[src/verilog/lsu_settings.svh]
`ifndef LSU_SETTINGS_SVH
`define LSU_SETTINGS_SVH

// ************************************************************
// data path widths
// ************************************************************
`define LSU_XLEN            64
`define LSU_ADDR_W          32

// ************************************************************
// address map
// ************************************************************
// cached window, both ends inclusive
// anything outside goes to the external bus
`define LSU_CACHED_BASE     32'h8000_0000
`define LSU_CACHED_LIMIT    32'h8800_0000

// ************************************************************
// buffering and local storage
// ************************************************************
`define LSU_FIFO_DEPTH      4
// one doubleword per entry, indexed by addr[10:3]
`define LSU_RAM_WORDS       256

`endif

[src/verilog/lsu_cmd_pkg.sv]
`include "lsu_settings.svh"

package lsu_cmd_pkg;

    // ************************************************************
    // command side encodings
    // ************************************************************
    typedef enum logic {
        op_load  = 1'b0,
        op_store = 1'b1
    } mem_op_e;

    // access size, log2 of the byte count
    typedef enum logic [1:0] {
        width_byte   = 2'd0,
        width_half   = 2'd1,
        width_word   = 2'd2,
        width_double = 2'd3
    } mem_width_e;

    // one load or store from the core side
    typedef struct packed {
        mem_op_e                 op;
        mem_width_e              width;
        logic                    is_signed;
        logic [`LSU_ADDR_W-1:0]  addr;
        logic [`LSU_XLEN-1:0]    wdata;
    } lsu_cmd_t;

    // one response per command, in command order
    typedef struct packed {
        logic                    is_store;
        logic                    uncached;
        logic [`LSU_XLEN-1:0]    rdata;
    } lsu_rsp_t;

endpackage

[src/verilog/mem_bus_pkg.sv]
`include "lsu_settings.svh"

package mem_bus_pkg;

    // ************************************************************
    // bus side word and request
    // ************************************************************

    // same 64 bits, seen whole or as byte lanes
    typedef union packed {
        logic [`LSU_XLEN-1:0]            dword;
        logic [`LSU_XLEN/8-1:0][7:0]     lane;
    } bus_word_u;

    // formatted request as it sits in the queue
    typedef struct packed {
        logic                            we;
        logic                            uncached;
        logic [`LSU_ADDR_W-1:0]          addr;
        logic [`LSU_XLEN/8-1:0]          strb;
        bus_word_u                       wdata;
        // only needed to pick the load lanes on return
        lsu_cmd_pkg::mem_width_e         width;
        logic                            is_signed;
    } bus_req_t;

endpackage

[src/verilog/lsu_req_fifo.sv]
`include "lsu_settings.svh"

module lsu_req_fifo #(
    parameter int DEPTH = `LSU_FIFO_DEPTH
) (
    input  logic                   clk,
    input  logic                   rst_n_i,
    input  logic                   push_i,
    input  mem_bus_pkg::bus_req_t  req_i,
    output logic                   full_o,
    input  logic                   pop_i,
    output logic                   not_empty_o,
    output mem_bus_pkg::bus_req_t  head_o
);
    localparam int PTR_W = (DEPTH > 1) ? $clog2(DEPTH) : 1;
    localparam int CNT_W = $clog2(DEPTH + 1);

    mem_bus_pkg::bus_req_t         entries [0:DEPTH-1];
    logic [PTR_W-1:0]              wr_ptr_q;
    logic [PTR_W-1:0]              rd_ptr_q;
    logic [CNT_W-1:0]              count_q;

    // wrap without assuming a power of two depth
    function automatic logic [PTR_W-1:0] ptr_next(input logic [PTR_W-1:0] ptr);
        return (ptr == PTR_W'(DEPTH - 1)) ? '0 : ptr + 1'b1;
    endfunction

    assign full_o      = (count_q == CNT_W'(DEPTH));
    assign not_empty_o = (count_q != '0);
    assign head_o      = entries[rd_ptr_q];

    always_ff @(posedge clk or negedge rst_n_i) begin
        if (!rst_n_i) begin
            wr_ptr_q <= '0;
            rd_ptr_q <= '0;
            count_q  <= '0;
        end else begin
            if (push_i) begin
                wr_ptr_q <= ptr_next(wr_ptr_q);
            end
            if (pop_i) begin
                rd_ptr_q <= ptr_next(rd_ptr_q);
            end
            count_q <= count_q + CNT_W'(push_i) - CNT_W'(pop_i);
        end
    end

    // storage
    always_ff @(posedge clk) begin
        if (push_i) begin
            entries[wr_ptr_q] <= req_i;
        end
    end

endmodule

[config.mk]
export PLATFORM = sky130hd
export DESIGN_NAME = lsu_req_fifo
export DESIGN_NICKNAME = d
export VERILOG_FILES = /design/src/verilog/lsu_cmd_pkg.sv /design/src/verilog/mem_bus_pkg.sv /design/src/verilog/lsu_req_fifo.sv
export VERILOG_INCLUDE_DIRS = /design/src /design/src/verilog
export SDC_FILE = /design/constraint.sdc
export NUM_CORES = 1
export LEC_CHECK = 0
export ABC_AREA = 0
export BUFFER_PORTS_ARGS = -buffer_cell sky130_fd_sc_hd__buf_2
export CAP_MARGIN = 20
export CORE_ASPECT_RATIO = 1.5
export CORE_MARGIN = 2
export CORE_UTILIZATION = 37
export CTS_CLUSTER_DIAMETER = 120
export DETAILED_ROUTE_END_ITERATION = 12
export PLACE_DENSITY = 0.59
export SKIP_LAST_GASP = 1
export SYNTH_ARGS = -nofsm -noshare
export SYNTH_HDL_FRONTEND = slang
export SYNTH_SLANG_ARGS = --single-unit
[constraint.sdc]
create_clock -name clk -period 6.62 [get_ports clk]
set_input_delay 0.993 -clock clk [delete_from_list [all_inputs] [get_ports clk]]
set_output_delay 0.993 -clock clk [all_outputs]
set_load 0.01 [all_outputs]
==> results.txt, run 1 <==
----------------------------------------------------
[Power and ir drop]
  Net switching power ... approximately 0.0024 W
  Internal Dissipation ... 0.00612 W
  Combinational group share of total power ... 0.254
  Areal power density over the cells ... 438 mW/mm2
  Static leakage ... roughly 6.5 nW
  Fraction of power consumed by the clock network ... 0.290
  Maximum vdd ir drop ... ~340 uV
  Switching share of total power ... 0.278
  Sequential power share ... 0.455

[Setup path]
  Crit-path max cell delay ... ~1.1 ns
  Path type of the worst setup path ... reg -> out
  Cell chain of the critical path ... buf_12, mux4_2, buf_2
  Critical Path Start Type ... flip-flop
  CP arrival ... around 3.0 ns
  Slowest-stage cell, CP ... dfrtp_4
  Sort of element at the end of the critical path ... output pin
  Largest fanout on the critical path ... 65
  CP required ... roughly 5.6 ns

[Global routing]
  Number of antenna violations at the first check in global routing ... 6
  Maximum number of pins on one net before global-route repair ... 66
  Global-route usage over all layers ... 0.139
  Wire length of the first global-routing pass ... ~47000 um
  Number of global-route vias before repair ... ~7800
  Overflow left after global routing ... 0

[Drt]
  ANT nets after route ... 0
  Vias post-DR ... 7100
  DRC ... 0
  DR WL/cell ... around 22 um
  Vias per cell ... around 4.9
  Pre-antenna DRT Iters ... 4
  First DRT Iteration DRCs ... just over 400
  Routed WL ... between 30000 and 40000 um

[Synth]
  Compound-Gate Fraction of Synth Area ... 0.000620
  Flip-flop and latch count after synthesis ... 443
  Most frequent cell after synthesis ... edfxtp_1
  Top cells by area, synth ... edfxtp_1 (81%), mux4_2 (15%), dfrtp_1 (1.1%)
  Netlist Area Pre-Place ... about 0.016 mm2
  Post-synth EDFFs ... 436
  Most common library cells after synthesis ... edfxtp_1 (436), mux4_2 (109), buf_2 (12)
  Share of the synthesized netlist area taken by xor and xnor gates ... 0.00109
  Simple-Gate Fraction of Synth Area ... 0.00333
  Syn nets ... ~730
  Sequential-to-total area share from yosys stat ... 0.822
  Mux cell area share after synthesis ... 0.154
  Arithmetic-cell share of the synthesized area counting full adders, half adders and majority gates ... 0.00667
  Cell taking the most area after synthesis ... edfxtp_1
  Total number of yosys warnings ... 0
  Most used flip-flop cell after synthesis ... edfxtp_1
  Netlist cell types ... 19
  Per-instance average area after synthesis ... approximately 27 um2
  Combinational family with the most area after synthesis ... multiplexers
  Post-synth top area share ... 0.812
  Async set-or-reset flop fraction in the synthesized netlist ... 0.0158
  Gate Count Post-Synth ... between 600 and 700

[Clocking]
  Number of buffers inserted to repair setup after CTS ... 0
  Root Driver ... clkbuf_16
  TritonCTS clock tree ... yes
  Post-cts resize count ... 0
  Buffer levels on the longest clock path ... 3
  CTS buffer count ... 42
  Clock insertion delay at the later pin of the skew report ... ~0.53 ns
  Clock sinks ... approximately 440
  Hold Buf Count CTS ... 0
  Number of levels in the clock H-tree ... 2
  Post-CTS clock slew at the launch and capture registers of the worst setup and hold paths ... around 0.070 ns

[Place]
  # port buffers ... 223
  DP Wirelength ... between 15000 and 20000 um
  RePlAce Congestion ... a little under 0.7
  DP Cell Count ... 1384

[Floorplan]
  Die extent in y ... between 200 and 300 um
  Rows ... 93
  Area of the die ... 0.0453 mm2
  Chip Width ... roughly 170 um
  Starting Density ... 0.376
  Number of I/O pins ... approximately 220
  Standard cell core area ... approximately 0.043 mm2

[STA]
  Setup_tns ... 0 ns
  Setup-failing EPs final ... 0
  Remaining max-slew budget at the tightest pin ... 0.314
  Final hold violation count ... 0
  Period Utilization, post-route ... 0.602
  Clock skew ... 0.0112 ns
  Transition time of the tightest slew-check pin ... 1.03 ns
  Crit path time final ... 3.98 ns
  Setup repair after global routing missed its margin ... false
  Final number of max-transition violations ... 0
  Maximum clock rate ... approximately 250 MHz

[Final layout]
  Layout overhead on the synthesized area ... 19.8%
  Multi-input combinational cell area ... approximately 0.0027 mm2
  Ratio of cells with drive above 1 in the final layout ... 0.462
  Count of non-filler cells in the finished layout ... between 1000 and 1500
  Sequential cell area ... roughly 0.013 mm2
  Post-layout nets ... just under 1000
  Fill cell instance count of the final layout ... 3643

[Outcome]
  Status ... finished clean

[Min path]
  Min-delay worst type ... in -> async

[Flow run]
  Max-cap check violation count ... 0

----------------------------------------------------
[state kept, by name, indices dropped and copies added (netlist names)]
name,count
count_q,3
entries,436
rd_ptr_q,2
wr_ptr_q,2
[cells in the final DEF, fill, tap and decap left out]
cell / netlist / routed
and2_4: 0 / 4
and3_1: 1 / 1
buf_12: 0 / 1
buf_2: 12 / 223
buf_4: 1 / 9
bufinv_16: 0 / 6
clkbuf_1: 2 / 9
clkbuf_16: 0 / 45
clkbuf_8: 0 / 1
clkinv_1: 0 / 5
clkinv_2: 0 / 4
clkinv_4: 0 / 3
dfrtp_1: 7 / 5
dfrtp_4: 0 / 2
diode_2: 0 / 4
edfxtp_1: 436 / 436
fa_1: 1 / 1
ha_1: 7 / 7
inv_1: 6 / 6
mux2_2: 2 / 2
mux4_2: 109 / 109
nand2_1: 1 / 1
nor2_1: 1 / 1
o21ai_0: 2 / 2
or3_1: 1 / 1
or3b_2: 1 / 1
xnor2_1: 2 / 2
[power by group through the flow]
stage,Combinational (W),Clock (W),Sequential (W)
after global placement,0.00224,0,0.00392
after CTS,0.00225,0.00253,0.00388
after global routing,0.00233,0.00262,0.00392
after detailed placement,0.00225,0,0.00394
final,0.00216,0.00246,0.00386
after floorplan,0.00157,0,0.00376
[cell type report]
cell class                      count  area share
Sequential cell                   443       0.687
Multi-Input combinational cell    132       0.139
Timing Repair Buffer              233      0.0623
Clock buffer                       55      0.0607
Tap cell                          570      0.0369
Clock inverter                     18      0.0127
Inverter                            6     0.00117
Antenna cell                        4    0.000518
[routing by layer]
| metal | vias up | wire length, um | global-route usage |
|---|---|---|---|
| li1 | 3122 | - | - |
| met1 | 3732 | 12400 | 0.168 |
| met2 | 192 | 16800 | 0.246 |
| met3 | 50 | 1540 | 0.0278 |
| met4 | 4 | 863 | 0.0546 |
| met5 | - | 21 | 0 |
[critical path, delay by kind of cell, from the launching register on]
family / cells / cell delay, ns
buf+inv: 2 / 0.62
flops: 1 / 1.06
mux: 1 / 0.60
[kinds of logic after synthesis]
group                      after synthesis
xor gates and xnor gates                 2
muxes                                  111
adders and majority gates                8
and+or+nand+nor                          9
buffers and inverters                   30
DFF                                    443
AOI/OAI and AO/OA                        2
[path summary, 6_finish.rpt]
check                      slack, ns   startpoint     endpoint  cells past startpoint
setup reg to reg                4.37  rd_ptr_q[0]  rd_ptr_q[1]                      3
min in group clk                0.62   count_q[1]   count_q[2]                      2
hold reg to reg                 0.62   count_q[1]   count_q[2]                      2
max in group asynchronous       6.16      rst_n_i  rd_ptr_q[0]                      1
hold / removal                  0.28      rst_n_i   count_q[2]                      1
setup / recovery                2.64  rd_ptr_q[0]   head_o[73]                      3
[through the flow]
step / total power [W] / hold WS [ns] / util / setup slack [ns] / area, um2
floorplan: 0.00533 / 0.550 / - / 2.64 / 16100
detailed placement: 0.00618 / 0.582 / 0.417 / 3.03 / 17900
CTS: 0.00866 / 0.252 / 0.450 / 2.44 / 19300
finish: 0.00847 / 0.280 / 0.450 / 2.64 / 19300
global placement: 0.00617 / 0.597 / 0.417 / 3.03 / 17900
global route: 0.00888 / 0.268 / 0.450 / 2.37 / 19300
Power figures use the tool's default switching activity.
==> run 2: changes to the inputs <==
--- a/config.mk
+++ b/config.mk
@@ -14,7 +14,7 @@
 export CORE_UTILIZATION = 37
 export CTS_CLUSTER_DIAMETER = 120
 export DETAILED_ROUTE_END_ITERATION = 12
-export PLACE_DENSITY = 0.59
+export PLACE_DENSITY = 0.62
 export SKIP_LAST_GASP = 1
 export SYNTH_ARGS = -nofsm -noshare
 export SYNTH_HDL_FRONTEND = slang
==> constraint.sdc (replaced) <==
create_clock -name clk -period 3.4 [get_ports clk]
set_input_delay 0.51 -clock clk [delete_from_list [all_inputs] [get_ports clk]]
set_output_delay 0.51 -clock clk [all_outputs]
set_load 0.01 [all_outputs]
==> run 2 against run 1 <==
Compared with the run above:
- sequential share of layout area down 0.27 points
- clock skew up 0.0067 ns
- global-route usage about the same
- largest cell class unchanged
==> results.txt, run 2 (synthesis results as in run 1) <==
----------------------------------------------------
[Outcome]
  Status ... finished clean

[STA]
  Clock skew ... 0.0180 ns
  Final hold violation count ... 0
  Transition time of the tightest slew-check pin ... approximately 0.55 ns
  Crit path time final ... roughly 3.0 ns
  Minimum setup slack in the final design ... between 0.3 and 0.4 ns
  Setup repair after global routing missed its margin ... false
  Period Utilization, post-route ... 0.887
  Final number of max-transition violations ... 0
  Maximum clock rate ... between 300 and 400 MHz
  Remaining max-slew budget at the tightest pin ... 0.633
  Setup-failing EPs final ... 0
  Setup_tns ... 0 ns

[Global routing]
  Maximum number of pins on one net before global-route repair ... 64
  Number of antenna violations at the first check in global routing ... 2
  Wire length of the first global-routing pass ... about 47000 um
  Overflow left after global routing ... 0
  Global-route usage over all layers ... 0.139
  Number of global-route vias before repair ... 7734

[Drt]
  Pre-antenna DRT Iters ... 4
  First DRT Iteration DRCs ... 476
  Vias post-DR ... 7204
  DR WL/cell ... approximately 22 um
  Routed WL ... about 32000 um
  ANT nets after route ... 0
  Vias per cell ... 4.91
  DRC ... 0

[Clocking]
  Root Driver ... clkbuf_16
  Post-CTS clock slew at the launch and capture registers of the worst setup and hold paths ... about 0.070 ns
  Clock sinks ... around 440
  Hold Buf Count CTS ... 1
  CTS buffer count ... 42
  Number of buffers inserted to repair setup after CTS ... 0
  TritonCTS clock tree ... yes
  Buffer levels on the longest clock path ... 3
  Clock insertion delay at the later pin of the skew report ... between 0.5 and 0.6 ns
  Post-cts resize count ... 0
  Number of levels in the clock H-tree ... 2

[Setup path]
  Start of the worst register-to-register path ... rd_ptr_q[0]
  CP arrival ... about 2.5 ns
  First element of the critical path ... rd_ptr_q[0]
  Sort of element at the end of the critical path ... output pin
  CP required ... a little under 3 ns
  Path type of the worst setup path ... reg -> out
  Largest fanout on the critical path ... 44
  Number of cells on the worst reg-to-reg path ... 3
  Critical Path Start Type ... flip-flop

[Power and ir drop]
  Switching share of total power ... 0.282
  Internal Dissipation ... approximately 0.012 W
  Net switching power ... around 0.0046 W
  Maximum vdd ir drop ... about 550 uV
  Post-route total power ... ~0.016 W
  Sequential power share ... 0.443
  Fraction of power consumed by the clock network ... 0.279
  Combinational group share of total power ... 0.279
  Static leakage ... 6.56 nW
  Areal power density over the cells ... 846 mW/mm2

[Place]
  # port buffers ... ~220
  DP Wirelength ... between 15000 and 20000 um
  DP Worst Slack ... 0.871 ns
  RePlAce Congestion ... 0.689
  Cell area reported after detailed placement ... roughly 0.018 mm2

[Flow run]
  Max-cap check violation count ... 0

[Min path]
  Hold-critical path depth ... 1
  Min-delay worst type ... in -> reg
  Hold path startpoint ... req_i[9]

[Final layout]
  Register with the most flip-flops ... entries
  Post-layout nets ... ~990
  Most common library cell in the layout ignoring fill and taps ... edfxtp_1
  Antenna diode count ... 0
  Layout overhead on the synthesized area ... 20.2%
  Largest registers in the final layout ... entries x436, count_q x3
  Layout Utilization ... 0.452
  Sequential cell area ... 0.0133 mm2
  Highest-count cells in the layout ignoring fill and taps ... edfxtp_1 (436), buf_2 (223), mux4_2 (109)
  Max reg flops ... approximately 440
  Ratio of cells with drive above 1 in the final layout ... 0.464
  Summed area of non-filler cells in the final layout ... around 0.019 mm2
  Multi-input combinational cell area ... 0.00268 mm2
  Fill cell instance count of the final layout ... about 3600

[Floorplan]
  Rows ... between 90 and 100
  Starting Density ... 0.376
  Die extent in y ... 260 um
  Number of I/O pins ... ~220
  Area of the die ... 0.0453 mm2
  Chip Width ... between 150 and 200 um
  Standard cell core area ... between 0.04 and 0.05 mm2

----------------------------------------------------
-- run 2: cell types whose count changed in the layout (fill, tap and decap cells not counted), sizes merged, moves of 2 or more --
| cell | change |
|---|---|
| buf | +8 |
| bufinv | -3 |
| clkinv | +2 |
| clkinvlp | +3 |
| diode | -4 |
-- run 2: path summary, 6_finish.rpt --
| kind | to | slack, ns |
|---|---|---|
| max | head_o[28] | 0.39 |
| min | entries[0][9] | 0.18 |
| max reg2reg | rd_ptr_q[1] | 1.52 |
| min reg2reg | count_q[2] | 0.62 |
| max in group asynchronous | rd_ptr_q[1] | 2.86 |
| min in group asynchronous | count_q[2] | 0.33 |
-- run 2: worst max-delay path, stage by stage, from the launching register on --
cell,delay (ns)
dfrtp_4,0.79
buf_12,0.36
mux4_2,0.56
buf_2,0.17
-- run 2: per-stage QoR --
stage,instances,hold WS [ns]
3_3_place_gp,1392,0.369
2_1_floorplan,605,0.214
3_5_place_dp,1392,0.369
4_1_cts,1467,0.136
6_report,1467,0.175
5_1_grt,1467,0.153
-- run 2: layout make-up --
class                      count  area share
sequential                   443       0.684
multi-input combinational    132       0.138
tap                          570      0.0368
timing repair buffer         242      0.0702
clock inverter                20     0.00922
inverter                       6     0.00116
clock buffer                  54      0.0603
-- run 2: metal layers --
metal,global-route usage,part of all wire
met3,0.0294,0.045
met2,0.256,0.55
met4,0.0456,0.022
met5,0,0.00086
met1,0.161,0.38
-- run 2: power groups by stage --
stage / clock [W] / sequential [W] / combinational, W
global placement: 0 / 0.00737 / 0.00475
detailed placement: 0 / 0.00741 / 0.00474
global route: 0.00490 / 0.00735 / 0.00494
floorplan: 0 / 0.00726 / 0.00306
CTS: 0.00473 / 0.00729 / 0.00476
finish: 0.00458 / 0.00727 / 0.00458
