==> config.mk <==
export PLATFORM = sky130hd
export DESIGN_NAME = lsu_req_gen
export DESIGN_NICKNAME = d
export VERILOG_FILES = /design/src/verilog/lsu_cmd_pkg.sv /design/src/verilog/mem_bus_pkg.sv /design/src/verilog/lsu_req_gen.sv
export VERILOG_INCLUDE_DIRS = /design/src /design/src/verilog
export SDC_FILE = /design/constraint.sdc
export NUM_CORES = 1
export LEC_CHECK = 0
export ABC_AREA = 1
export BUFFER_PORTS_ARGS = -buffer_cell sky130_fd_sc_hd__clkbuf_2
export CORE_ASPECT_RATIO = 0.75
export CORE_MARGIN = 2
export CORE_UTILIZATION = 51
export CTS_CLUSTER_SIZE = 16
export DETAILED_ROUTE_END_ITERATION = 12
export PLACE_DENSITY_LB_ADDON = 0.2
export SLEW_MARGIN = 40
export SYNTH_ARGS = -nofsm -noshare
export SYNTH_HDL_FRONTEND = slang
export SYNTH_SLANG_ARGS = --single-unit
==> constraint.sdc <==
create_clock -name clk -period 11.7 [get_ports clk]
set_clock_uncertainty 0.05 [all_clocks]
set_input_delay 0.585 -clock clk [delete_from_list [all_inputs] [get_ports clk]]
set_output_delay 0.585 -clock clk [all_outputs]
set_load 0.01 [all_outputs]
==> src/verilog/lsu_settings.svh <==
`ifndef LSU_SETTINGS_SVH
`define LSU_SETTINGS_SVH

// ************************************************************
// data path widths
// ************************************************************
`define LSU_XLEN            64
`define LSU_ADDR_W          32

// ************************************************************
// address map
// ************************************************************
// cached window, both ends inclusive
// anything outside goes to the external bus
`define LSU_CACHED_BASE     32'h8000_0000
`define LSU_CACHED_LIMIT    32'h8800_0000

// ************************************************************
// buffering and local storage
// ************************************************************
`define LSU_FIFO_DEPTH      4
// one doubleword per entry, indexed by addr[10:3]
`define LSU_RAM_WORDS       256

`endif

==> src/verilog/lsu_cmd_pkg.sv <==
`include "lsu_settings.svh"

package lsu_cmd_pkg;

    // ************************************************************
    // command side encodings
    // ************************************************************
    typedef enum logic {
        op_load  = 1'b0,
        op_store = 1'b1
    } mem_op_e;

    // access size, log2 of the byte count
    typedef enum logic [1:0] {
        width_byte   = 2'd0,
        width_half   = 2'd1,
        width_word   = 2'd2,
        width_double = 2'd3
    } mem_width_e;

    // one load or store from the core side
    typedef struct packed {
        mem_op_e                 op;
        mem_width_e              width;
        logic                    is_signed;
        logic [`LSU_ADDR_W-1:0]  addr;
        logic [`LSU_XLEN-1:0]    wdata;
    } lsu_cmd_t;

    // one response per command, in command order
    typedef struct packed {
        logic                    is_store;
        logic                    uncached;
        logic [`LSU_XLEN-1:0]    rdata;
    } lsu_rsp_t;

endpackage

==> src/verilog/mem_bus_pkg.sv <==
`include "lsu_settings.svh"

package mem_bus_pkg;

    // ************************************************************
    // bus side word and request
    // ************************************************************

    // same 64 bits, seen whole or as byte lanes
    typedef union packed {
        logic [`LSU_XLEN-1:0]            dword;
        logic [`LSU_XLEN/8-1:0][7:0]     lane;
    } bus_word_u;

    // formatted request as it sits in the queue
    typedef struct packed {
        logic                            we;
        logic                            uncached;
        logic [`LSU_ADDR_W-1:0]          addr;
        logic [`LSU_XLEN/8-1:0]          strb;
        bus_word_u                       wdata;
        // only needed to pick the load lanes on return
        lsu_cmd_pkg::mem_width_e         width;
        logic                            is_signed;
    } bus_req_t;

endpackage

==> src/verilog/lsu_req_gen.sv <==
`include "lsu_settings.svh"

module lsu_req_gen (
    input  logic                   clk,
    input  logic                   rst_n_i,
    input  logic                   cmd_valid_i,
    input  lsu_cmd_pkg::lsu_cmd_t  cmd_i,
    output logic                   cmd_ready_o,
    input  logic                   fifo_full_i,
    output logic                   push_o,
    output mem_bus_pkg::bus_req_t  req_o
);
    localparam int OFF_W = $clog2(`LSU_XLEN / 8);

    logic                          occupied_q;
    logic                          accept;
    logic                          uncached;
    logic [OFF_W-1:0]              offset;
    logic [`LSU_XLEN/8-1:0]        strb;
    logic [`LSU_XLEN-1:0]          lane_data;
    mem_bus_pkg::bus_req_t         req_d;
    mem_bus_pkg::bus_req_t         req_q;

    // one-entry holding register, refilled in the cycle it drains
    assign push_o      = occupied_q && !fifo_full_i;
    assign cmd_ready_o = !occupied_q || push_o;
    assign accept      = cmd_valid_i && cmd_ready_o;

    // region decode
    assign uncached = (cmd_i.addr < `LSU_CACHED_BASE) || (cmd_i.addr > `LSU_CACHED_LIMIT);
    assign offset   = cmd_i.addr[OFF_W-1:0];

    // strobe from size and offset, store data copied into every lane
    always_comb begin
        case (cmd_i.width)
            lsu_cmd_pkg::width_byte: begin
                strb      = 8'b0000_0001 << offset;
                lane_data = {(`LSU_XLEN / 8){cmd_i.wdata[7:0]}};
            end
            lsu_cmd_pkg::width_half: begin
                strb      = 8'b0000_0011 << offset;
                lane_data = {(`LSU_XLEN / 16){cmd_i.wdata[15:0]}};
            end
            lsu_cmd_pkg::width_word: begin
                strb      = 8'b0000_1111 << offset;
                lane_data = {(`LSU_XLEN / 32){cmd_i.wdata[31:0]}};
            end
            default: begin
                strb      = '1;
                lane_data = cmd_i.wdata;
            end
        endcase
    end

    always_comb begin
        req_d.we          = (cmd_i.op == lsu_cmd_pkg::op_store);
        req_d.uncached    = uncached;
        req_d.addr        = cmd_i.addr;
        req_d.strb        = strb;
        req_d.wdata.dword = lane_data;
        req_d.width       = cmd_i.width;
        req_d.is_signed   = cmd_i.is_signed;
    end

    always_ff @(posedge clk or negedge rst_n_i) begin
        if (!rst_n_i) begin
            occupied_q <= 1'b0;
        end else if (accept) begin
            occupied_q <= 1'b1;
        end else if (push_o) begin
            occupied_q <= 1'b0;
        end
    end

    always_ff @(posedge clk) begin
        if (accept) begin
            req_q <= req_d;
        end
    end

    assign req_o = req_q;

endmodule

==> metrics, run 1 <==
FF-to-FF setup slack 9.43 ns; Clock H-tree levels 3; full die area 0.01008 sq mm; clk sinks 110; stages on the worst setup path 3; Tightest Hold Check Type input pin to flop; CP required between 10 and 15 ns; run status finished clean; Hold Path End req_o[108]; leakage dissipation 2.912 nW; met3 Usage GRT 7.864%; Synthesis Warnings 0; Post-DP HPWL 8.363 mm; worst-skew pair later-pin latency 0.35 ns; Synth top area share 69.10%; fin crit period 2.265 ns; GRT busiest layer met2; largest net degree at the start of global routing 66; FF-to-FF path depth 3; antenna violations before repair 0; share of cells above drive strength 1 42.30%; RSZ-0062 raised after global routing false; Die Span Y 87.47 um; final setup fails 0; CTS max path bufs 2; initial DRC count approximately 230; CP Capture Type flop; first-pass GRT wire length 16.82 mm; Synth Register Bits 110; top cells by area, synth edfxtp_1 69%, nand2_1 13%, a32oi_2 2.7%; I/O Buffers 214; Final Hold Vio Count 0; GRT met2 Usage 36.79%; slew margin rel. 45.75%; GRT Total Usage roughly 23%; cell with the most instances after synthesis nand2_1; leading area contributor after synthesis edfxtp_1; fill cell count 697; hold depth 1; DR DRC count 0; Placement Rows 30; f_max 441.4 MHz; Worst VDD drop 95.58 uV; CTS Buf Count 9; Post-synth top cells 161 x nand2_1, 109 x edfxtp_1, 31 x inv_1, 15 x nor2_1, 14 x a21oi_2; CP delay by family, top buffers and inverters; Multi-input gate area 0.001220 sq mm; first-pass iteration count of the detailed router 5; Crit path top cell by count buf_4; Post-synth EDFFs 109; CTS Hold Bufs 1; WP buf/inv 2; crit-path max cell delay 0.74 ns; crit-path cells a21oi_4 > buf_4 > buf_4; vias in the first global route around 3400; Mapped Nets 506; global route overflow 0; number of setup buffers added after CTS 0; area post-placement 0.005901 sq mm; vias post-DR 3628; Reg area 0.003298 sq mm; R2R Path Start occupied_q; Starting Density around 52%; Die Wd approximately 120 um; WS Path Type flop to flop; crit-path max FO 65; wire per inst 15.38 um; Detailed Route WL 11.46 mm; diode count 0; M1 GR Usage approximately 28%; max-slew violations 0; global placement routability congestion roughly 0.8; area of the mapped netlist 0.004737 sq mm; Resized cells post-CTS 0; IO Count 215; crit share post-route 19.36%; vias per cell 4.870; cell count after synthesis 396; CTS tree built; layout net count between 700 and 800; library cells used by synthesis 26; Critical Path Slowest Stage Cell buf_4; Synth Flop Type edfxtp_1; core outline area a little over 0.009 sq mm; syn_area_per_cell approximately 12 sq um; R2R Path End req_o[75]; CP startpoint kind flop; Reg clk slew, reported paths 0.07 ns; CP Data Arrival Time 2.20 ns; Hold Crit Start cmd_i[99]; FFs w/ async S/R, synth 0.9091%; Area Overhead vs Synth 30.74%; Power, Total approximately 0.00089 W; final setup TNS 0 ns; power density over cell area 142.9 mW/mm^2; root buffer cell clkbuf_16; Least-Margin Pin Slew slightly above 0.8 ns; Antenna Violating Nets Remaining 0; final instance area around 0.0062 sq mm; MaxCap Viol Count 0; Seq/Total Area, Yosys 69.62%
==> cell type report <==
cell class	count	share of cell area (%)
Clock buffer	9	3.636
Clock inverter	7	0.9293
Inverter	33	2.081
Multi-Input combinational cell	240	19.70
Sequential cell	110	53.25
Tap cell	128	2.586
Timing Repair Buffer	218	17.82
==> metal layers <==
metal / up-vias / part of all wire, % / wire, um
met5: - / 0 / 0
met4: 0 / 2.2 / 257
met3: 21 / 9.6 / 1094
met2: 167 / 48 / 5545
met1: 1669 / 40 / 4557
li1: 1771 / - / -
==> worst register-to-register path: stages (launching register included) <==
cell and delay (ns):
dfrtp_1 0.42, a21oi_4 0.13, buf_4 0.49, buf_4 0.76
==> worst max-delay path by stage <==
stage	start	end	slack [ns]
final	occupied_q	req_o[75]	9.43
after global routing	occupied_q	req_o[92]	9.31
after CTS	occupied_q	req_o[105]	9.43
after detailed placement	fifo_full_i	req_o[83]	9.13
after global placement	fifo_full_i	req_o[83]	9.17
after floorplan	cmd_valid_i	req_o[0]	5.15
==> metrics by stage <==
step                cells  utilization (%)  hold WS [ns]  worst slack [ns]
finish                745            68.46        0.3611             9.435
global route          745            68.46        0.3441             9.307
CTS                   745            68.46        0.3473             9.427
detailed placement    728            65.23        0.3124             9.126
global placement      728            65.23        0.3111             9.166
floorplan             396                -        0.2394             5.155
==> sequential cells by signal (all words and copies together), names as in the netlist <==
name and flops:
req_o 109, occupied_q 1
==> cell families (layout without fill, tap and decap cells) <==
| family | Yosys count | after routing | synth area share [%] |
|---|---|---|---|
| and+or+nand+nor | 187 | 187 | 15.87 |
| DFF | 110 | 110 | 69.62 |
| AOI/OAI and AO/OA | 47 | 47 | 8.003 |
| buffers and inverters | 46 | 267 | 4.913 |
| adders and majority gates | 6 | 6 | 1.585 |
==> layout by cell type (no fill, tap or decap) <==
cell | synthesis | final
nor3b_1 | 1 | 1
nand2_1 | 161 | 161
ha_2 | 0 | 1
clkinv_1 | 0 | 1
clkinv_4 | 0 | 3
ha_1 | 6 | 5
nor2_8 | 2 | 2
inv_4 | 2 | 2
edfxtp_1 | 109 | 109
inv_6 | 0 | 1
dlygate4sd3_1 | 0 | 1
nor2_1 | 15 | 15
or2_1 | 1 | 1
inv_8 | 0 | 1
or2_2 | 1 | 1
nand3_1 | 4 | 4
a21oi_4 | 0 | 1
o21ai_0 | 6 | 6
o21ai_1 | 9 | 9
clkbuf_16 | 0 | 9
and2_0 | 1 | 1
clkbuf_2 | 0 | 214
nor3_1 | 1 | 1
buf_4 | 1 | 3
a21oi_2 | 14 | 14
a21oi_1 | 9 | 8
a32oi_2 | 8 | 8
a31oi_1 | 1 | 1
clkinvlp_4 | 0 | 1
dfrtp_1 | 1 | 1
inv_1 | 31 | 31
==> power breakdown <==
group	leakage, nW	total (W)	internal [W]	switching [W]
registers	1.06	0.000475	0.000467	0.00000750
clock network	0.136	0.000291	0.000147	0.000144
logic	1.72	0.000119	0.0000447	0.0000744
total	2.91	0.000885	0.000659	0.000226
No activity file was read; power rests on OpenSTA's default activity.
==> inputs of run 2 (changes only) <==
--- a/config.mk
+++ b/config.mk
@@ -6,11 +6,11 @@
 export SDC_FILE = /design/constraint.sdc
 export NUM_CORES = 1
 export LEC_CHECK = 0
-export ABC_AREA = 1
+export ABC_AREA = 0
 export BUFFER_PORTS_ARGS = -buffer_cell sky130_fd_sc_hd__clkbuf_2
 export CORE_ASPECT_RATIO = 0.75
 export CORE_MARGIN = 2
-export CORE_UTILIZATION = 51
+export CORE_UTILIZATION = 46
 export CTS_CLUSTER_SIZE = 16
 export DETAILED_ROUTE_END_ITERATION = 12
 export PLACE_DENSITY_LB_ADDON = 0.2
==> constraint.sdc (replaced) <==
create_clock -name clk -period 2.3 [get_ports clk]
set_clock_uncertainty 0.05 [all_clocks]
set_input_delay 0.115 -clock clk [delete_from_list [all_inputs] [get_ports clk]]
set_output_delay 0.115 -clock clk [all_outputs]
set_load 0.01 [all_outputs]
==> metrics, run 2 <==
CTS tree built; first-pass GRT wire length 16.93 mm; DR DRC count 0; crit-path max cell delay about 0.53 ns; final setup TNS 0 ns; share of cells above drive strength 1 ~46%; clk sinks 110; Metal-1 WL 4.699 mm; crit share post-route approximately nine tenths; cell with the most instances after synthesis edfxtp_1; worst-skew pair later-pin latency 0.34 ns; wire per inst 17.82 um; Starting Density a little under half; I/O Buffers 214; root buffer cell clkbuf_16; full die area 0.01035 sq mm; vias per cell 5.140; area share of fa/ha/maj cells after synthesis under 10%; CTS Buf Count 9; initial DRC count between 150 and 200; Synthesis Warnings 0; largest family of logic cells by synthesized area compound AO/OA/AOI/OAI gates; slew margin rel. between 50% and 60%; Final Hold Vio Count 0; Post-synth EDFFs 109; Critical path origin cmd_i[98]; global placement routability congestion approximately 0.77; final setup fails 0; Worst VDD drop about 480 uV; Placement Rows 30; Area Overhead vs Synth 42.02%; most frequent cells in the layout 214 x clkbuf_2, 109 x edfxtp_1, 37 x dlygate4sd3_1; fin crit period 2.080 ns; Synth Register Bits 110; Clock H-tree levels 3; Worst setup endpoint req_o[42]; largest net degree at the start of global routing 39; WL met2 roughly 6 mm; MaxCap Viol Count 0; CP required 2.46 ns; CP startpoint kind input pin; FFs w/ async S/R, synth 0.9091%; Critical Path Slowest Stage Cell dlygate4sd3_1; synthesized-area fraction occupied by and/or/nand/nor cells 5.726%; CP Capture Type flop; diode count 0; f_max around 480 MHz; layout net count ~630; met3 WL 833 um; Synth top area share 74.53%; hold depth 3; Reg clk slew, reported paths ~0.07 ns; RSZ-0062 raised after global routing false; leakage dissipation 2.730 nW; Die Wd 116.8 um; worst setup margin 0.2199 ns; Synth Area in Compound Gates 14.36%; area of the mapped netlist around 0.0044 sq mm; post-synthesis mux area share 0.4843%; Detailed Route WL 11.71 mm; Antenna Violating Nets Remaining 0; crit-path cells dlygate4sd3_1 > clkbuf_2 > inv_1 > ha_1 > or2_1 > nor2_1 > nor2_2 > a22o_1; R2R Path Start occupied_q; cell count after synthesis 273; Mapped Nets 383; global route overflow 0; CP Data Arrival Time approximately 2.2 ns; FF-to-FF path depth 3; Least-Margin Pin Slew 0.6275 ns; Finished Core Util 68.10%; most common cell after layout, fill and taps aside clkbuf_2; Post-synth top cells 109 x edfxtp_1, 20 x nand2_1, 16 x a22o_1, 16 x a22oi_1, 15 x o21ai_0; library cells used by synthesis 32; R2R Path End req_o[40]; run status finished clean; top routing layer in use met4; crit-path max FO 10; Tightest Hold Check Type input pin to flop; max reg flops 109; max-slew violations 0; vias in the first global route 3303; IO Count 215; power density over cell area 713.9 mW/mm^2; Synth Area in XOR/XNOR 0%; Hold WS 0.003207 ns; leading area contributor after synthesis edfxtp_1; antenna violations before repair 0; first-pass iteration count of the detailed router 5; Synth Flop Type edfxtp_1; Post-DP HPWL roughly 8.3 mm; Die Span Y a little under 90 um; core outline area 0.009159 sq mm; CTS max path bufs 2; post-place setup slack roughly 0.37 ns; WS Path Type input pin to flop; top cells by area, synth edfxtp_1 75%, a221o_1 3.2%, a22o_1 3.2%; FF-to-FF setup slack 0.74 ns; vias post-DR ~3400; GRT Total Usage 22.42%; Seq/Total Area, Yosys about 75%; syn_area_per_cell 16.09 sq um
-- run 2: cell count changes after synthesis, moves of 16 or more --
cell	previous run	this run
inv_1	31	5
a22o_1	0	16
nand2_1	161	20
a22oi_1	0	16
-- run 2: critical path, delay by kind of cell --
kind                       cells  cell delay, ns
AOI/OAI and AO/OA              1            0.20
adders and majority gates      1            0.38
buffers and inverters          3            0.77
and+or+nand+nor                3            0.77
-- run 2: cell families (layout without fill, tap and decap cells) --
family          after synthesis  count (layout)
flops                       110             110
fa+ha+maj                     6               6
compound gates               82              82
buf+inv                      21             277
mux                           2               2
simple gates                 52              52
-- run 2: where the power goes --
group | total [W] | switching, W | internal [W]
Clock | 0.00140 | 0.000673 | 0.000729
Combinational | 0.000642 | 0.000353 | 0.000289
Sequential | 0.00241 | 0.0000352 | 0.00237
-- run 2: worst min-delay path by stage --
stage,startpoint,endpoint,slack [ns]
after floorplan,rst_n_i,occupied_q,-0.23
after global placement,rst_n_i,occupied_q,-0.16
after detailed placement,rst_n_i,occupied_q,-0.16
after CTS,fifo_full_i,occupied_q,0.0001
after global routing,cmd_i[55],req_o[58],0.007
final,cmd_i[55],req_o[58],0.003
-- run 2: cell type report --
cell class	instances	area, sq um
inverter	5	18.77
tap	128	160.2
clock buffer	10	229.0
clock inverter	6	38.79
fill	688	2922
multi-input combinational	142	988.4
timing repair buffer	256	1504
sequential	110	3298
-- run 2: what timing repair did --
action,in CTS,in global routing
hold buffers,36,1
gates resized for setup,0,1
endpoints found under the hold margin,37,1
buffers inserted,0,0
setup endpoints to repair,0,4
-- run 2: layer usage --
metal / GRT usage (%) / vias to the layer above
li1: - / 1595
met1: 27.44 / 1632
met2: 38.89 / 130
met3: 6.712 / 20
met4: 6.738 / 0
met5: 0 / -
-- run 2: per-stage QoR --
step | std cells | power (W) | instance area [sq um]
6_report | 657 | 0.004453 | 6237
5_1_grt | 657 | 0.004618 | 6237
4_1_cts | 656 | 0.004472 | 6225
3_5_place_dp | 604 | 0.003045 | 5597
3_3_place_gp | 604 | 0.003030 | 5594
2_1_floorplan | 273 | 0.002740 | 4394
==> inputs of run 3 (changes only) <==
--- a/config.mk
+++ b/config.mk
@@ -14,6 +14,7 @@
 export CTS_CLUSTER_SIZE = 16
 export DETAILED_ROUTE_END_ITERATION = 12
 export PLACE_DENSITY_LB_ADDON = 0.2
+export RECOVER_POWER = 50
 export SLEW_MARGIN = 40
 export SYNTH_ARGS = -nofsm -noshare
 export SYNTH_HDL_FRONTEND = slang
==> metrics, run 3 (synthesis results as in run 2) <==
run status finished clean; MaxCap Viol Count 0; crit-path cells dlygate4sd3_1 > clkbuf_1 > ha_2 > buf_4 > nor2_1 > a221o_1; crit-path max cell delay 0.52 ns; Least-Margin Pin Slew roughly 0.64 ns; I/O Buffers 214; Finished Core Util 66.12%; Die Wd 116.8 um; full die area approximately 0.010 sq mm; wire per inst roughly 18 um; global placement routability congestion 0.7718; vias in the first global route 3303; Detailed Route WL 11.79 mm; core outline area 0.009159 sq mm; largest net degree at the start of global routing 39; Placed Cells 604; Worst setup endpoint req_o[59]; Reg clk slew, reported paths approximately 0.070 ns; antenna violations before repair 0; max-slew violations 0; fill cell count 767; Critical Path Slowest Stage Cell dlygate4sd3_1; CTS tree built; final setup TNS 0 ns; CP Data Arrival Time 2.19 ns; FF-to-FF path depth 3; layout net count between 600 and 700; RSZ-0062 raised after global routing false; most common cell after layout, fill and taps aside clkbuf_1; CP Capture Type flop; CP delay by family, top buffers and inverters; worst setup margin about 0.15 ns; Die Span Y 88.62 um; max reg flops 109; Final Hold Vio Count 0; stages on the worst setup path 6; diode count 0; Clock H-tree levels 3; Antenna Violating Nets Remaining 0; FF-to-FF setup slack 0.74 ns; crit-path max FO 32; first-pass GRT wire length about 17 mm; most frequent cells in the layout 146 x clkbuf_1, 109 x edfxtp_1, 69 x clkbuf_2; WS Path Type input pin to flop; WP buf/inv 3; CP required 2.34 ns; GRT Total Usage 22.42%; slew margin rel. 56.84%; post-place setup slack 0.3650 ns; f_max around 470 MHz; CTS max path bufs 2; Placement Rows 30; initial DRC count ~220; fin crit period 2.147 ns; CTS Buf Count 9; first-pass iteration count of the detailed router 4; Critical path origin cmd_i[97]; R2R Path End req_o[40]; DR DRC count 0; IO Count 215; Worst VDD drop approximately 470 uV; Post-DP HPWL 8.348 mm; Starting Density between 40% and 50%; worst-skew pair later-pin latency 0.34 ns; final cell count without fillers 657; Area Overhead vs Synth 37.89%; global route overflow 0; clk sinks between 100 and 150; leakage dissipation ~2.3 nW; R2R Path Start occupied_q; power density over cell area about 730 mW/mm^2; CP startpoint kind input pin; Tightest Hold Check Type input pin to flop; vias post-DR 3387; root buffer cell clkbuf_16; final setup fails 0; crit share post-route between 90 and 100%; vias per cell a little over 5; share of cells above drive strength 1 a little under a fifth
[run 3: report_power, final]
| part | total (W) | switching (W) | leakage [nW] | internal [W] |
|---|---|---|---|---|
| clock | 0.00140 | 0.000670 | 0.120 | 0.000729 |
| sequential | 0.00241 | 0.0000348 | 1.06 | 0.00237 |
| combinational | 0.000604 | 0.000354 | 1.12 | 0.000250 |
| total | 0.00441 | 0.00106 | 2.30 | 0.00335 |
[run 3: timing repair]
item,CTS,global route
hold buffers,36,1
hold endpoints to repair,37,1
buffers inserted,0,0
gates resized for setup,0,1
endpoints found under the setup margin,0,4
[run 3: layout make-up]
| cell class | count | area [sq um] | share of cell area (%) |
|---|---|---|---|
| multi-input combinational | 142 | 988.4 | 16.32 |
| clock inverter | 6 | 38.79 | 0.6405 |
| timing repair buffer | 256 | 1323 | 21.84 |
| tap | 128 | 160.2 | 2.645 |
| inverter | 5 | 18.77 | 0.3099 |
| clock buffer | 10 | 229.0 | 3.781 |
| sequential | 110 | 3298 | 54.46 |
[run 3: how the worst min path moves through the flow]
stage / start / end / slack (ns) / depth (start not counted)
after floorplan: rst_n_i / occupied_q / -0.23 / 0
after global placement: rst_n_i / occupied_q / -0.16 / 1
after detailed placement: rst_n_i / occupied_q / -0.16 / 1
after CTS: fifo_full_i / occupied_q / 0.0001 / 3
after global routing: cmd_i[55] / req_o[58] / 0.007 / 3
final: cmd_i[55] / req_o[58] / 0.007 / 3
[run 3: stage by stage]
stage / instance area (sq um) / hold slack, ns / power, W
global route: 6056 / 0.006772 / 0.004578
global placement: 5594 / -0.1599 / 0.003030
floorplan: 4394 / -0.2306 / 0.002740
detailed placement: 5597 / -0.1589 / 0.003045
CTS: 6225 / 0.0001114 / 0.004472
finish: 6056 / 0.007116 / 0.004411
[run 3: routing by layer]
metal	vias to the layer above	wire (um)	global-route usage [%]	share of wire, %
met5	-	0	0	0
met4	0	180	6.738	1.5
met3	20	872	6.712	7.4
met2	152	5956	38.89	51
met1	1623	4782	27.44	41
li1	1592	-	-	-
[run 3: tightest hold or removal path: stages]
cell,delay [ns]
clkbuf_2,0.08
nand2_1,0.04
o21ai_0,0.05
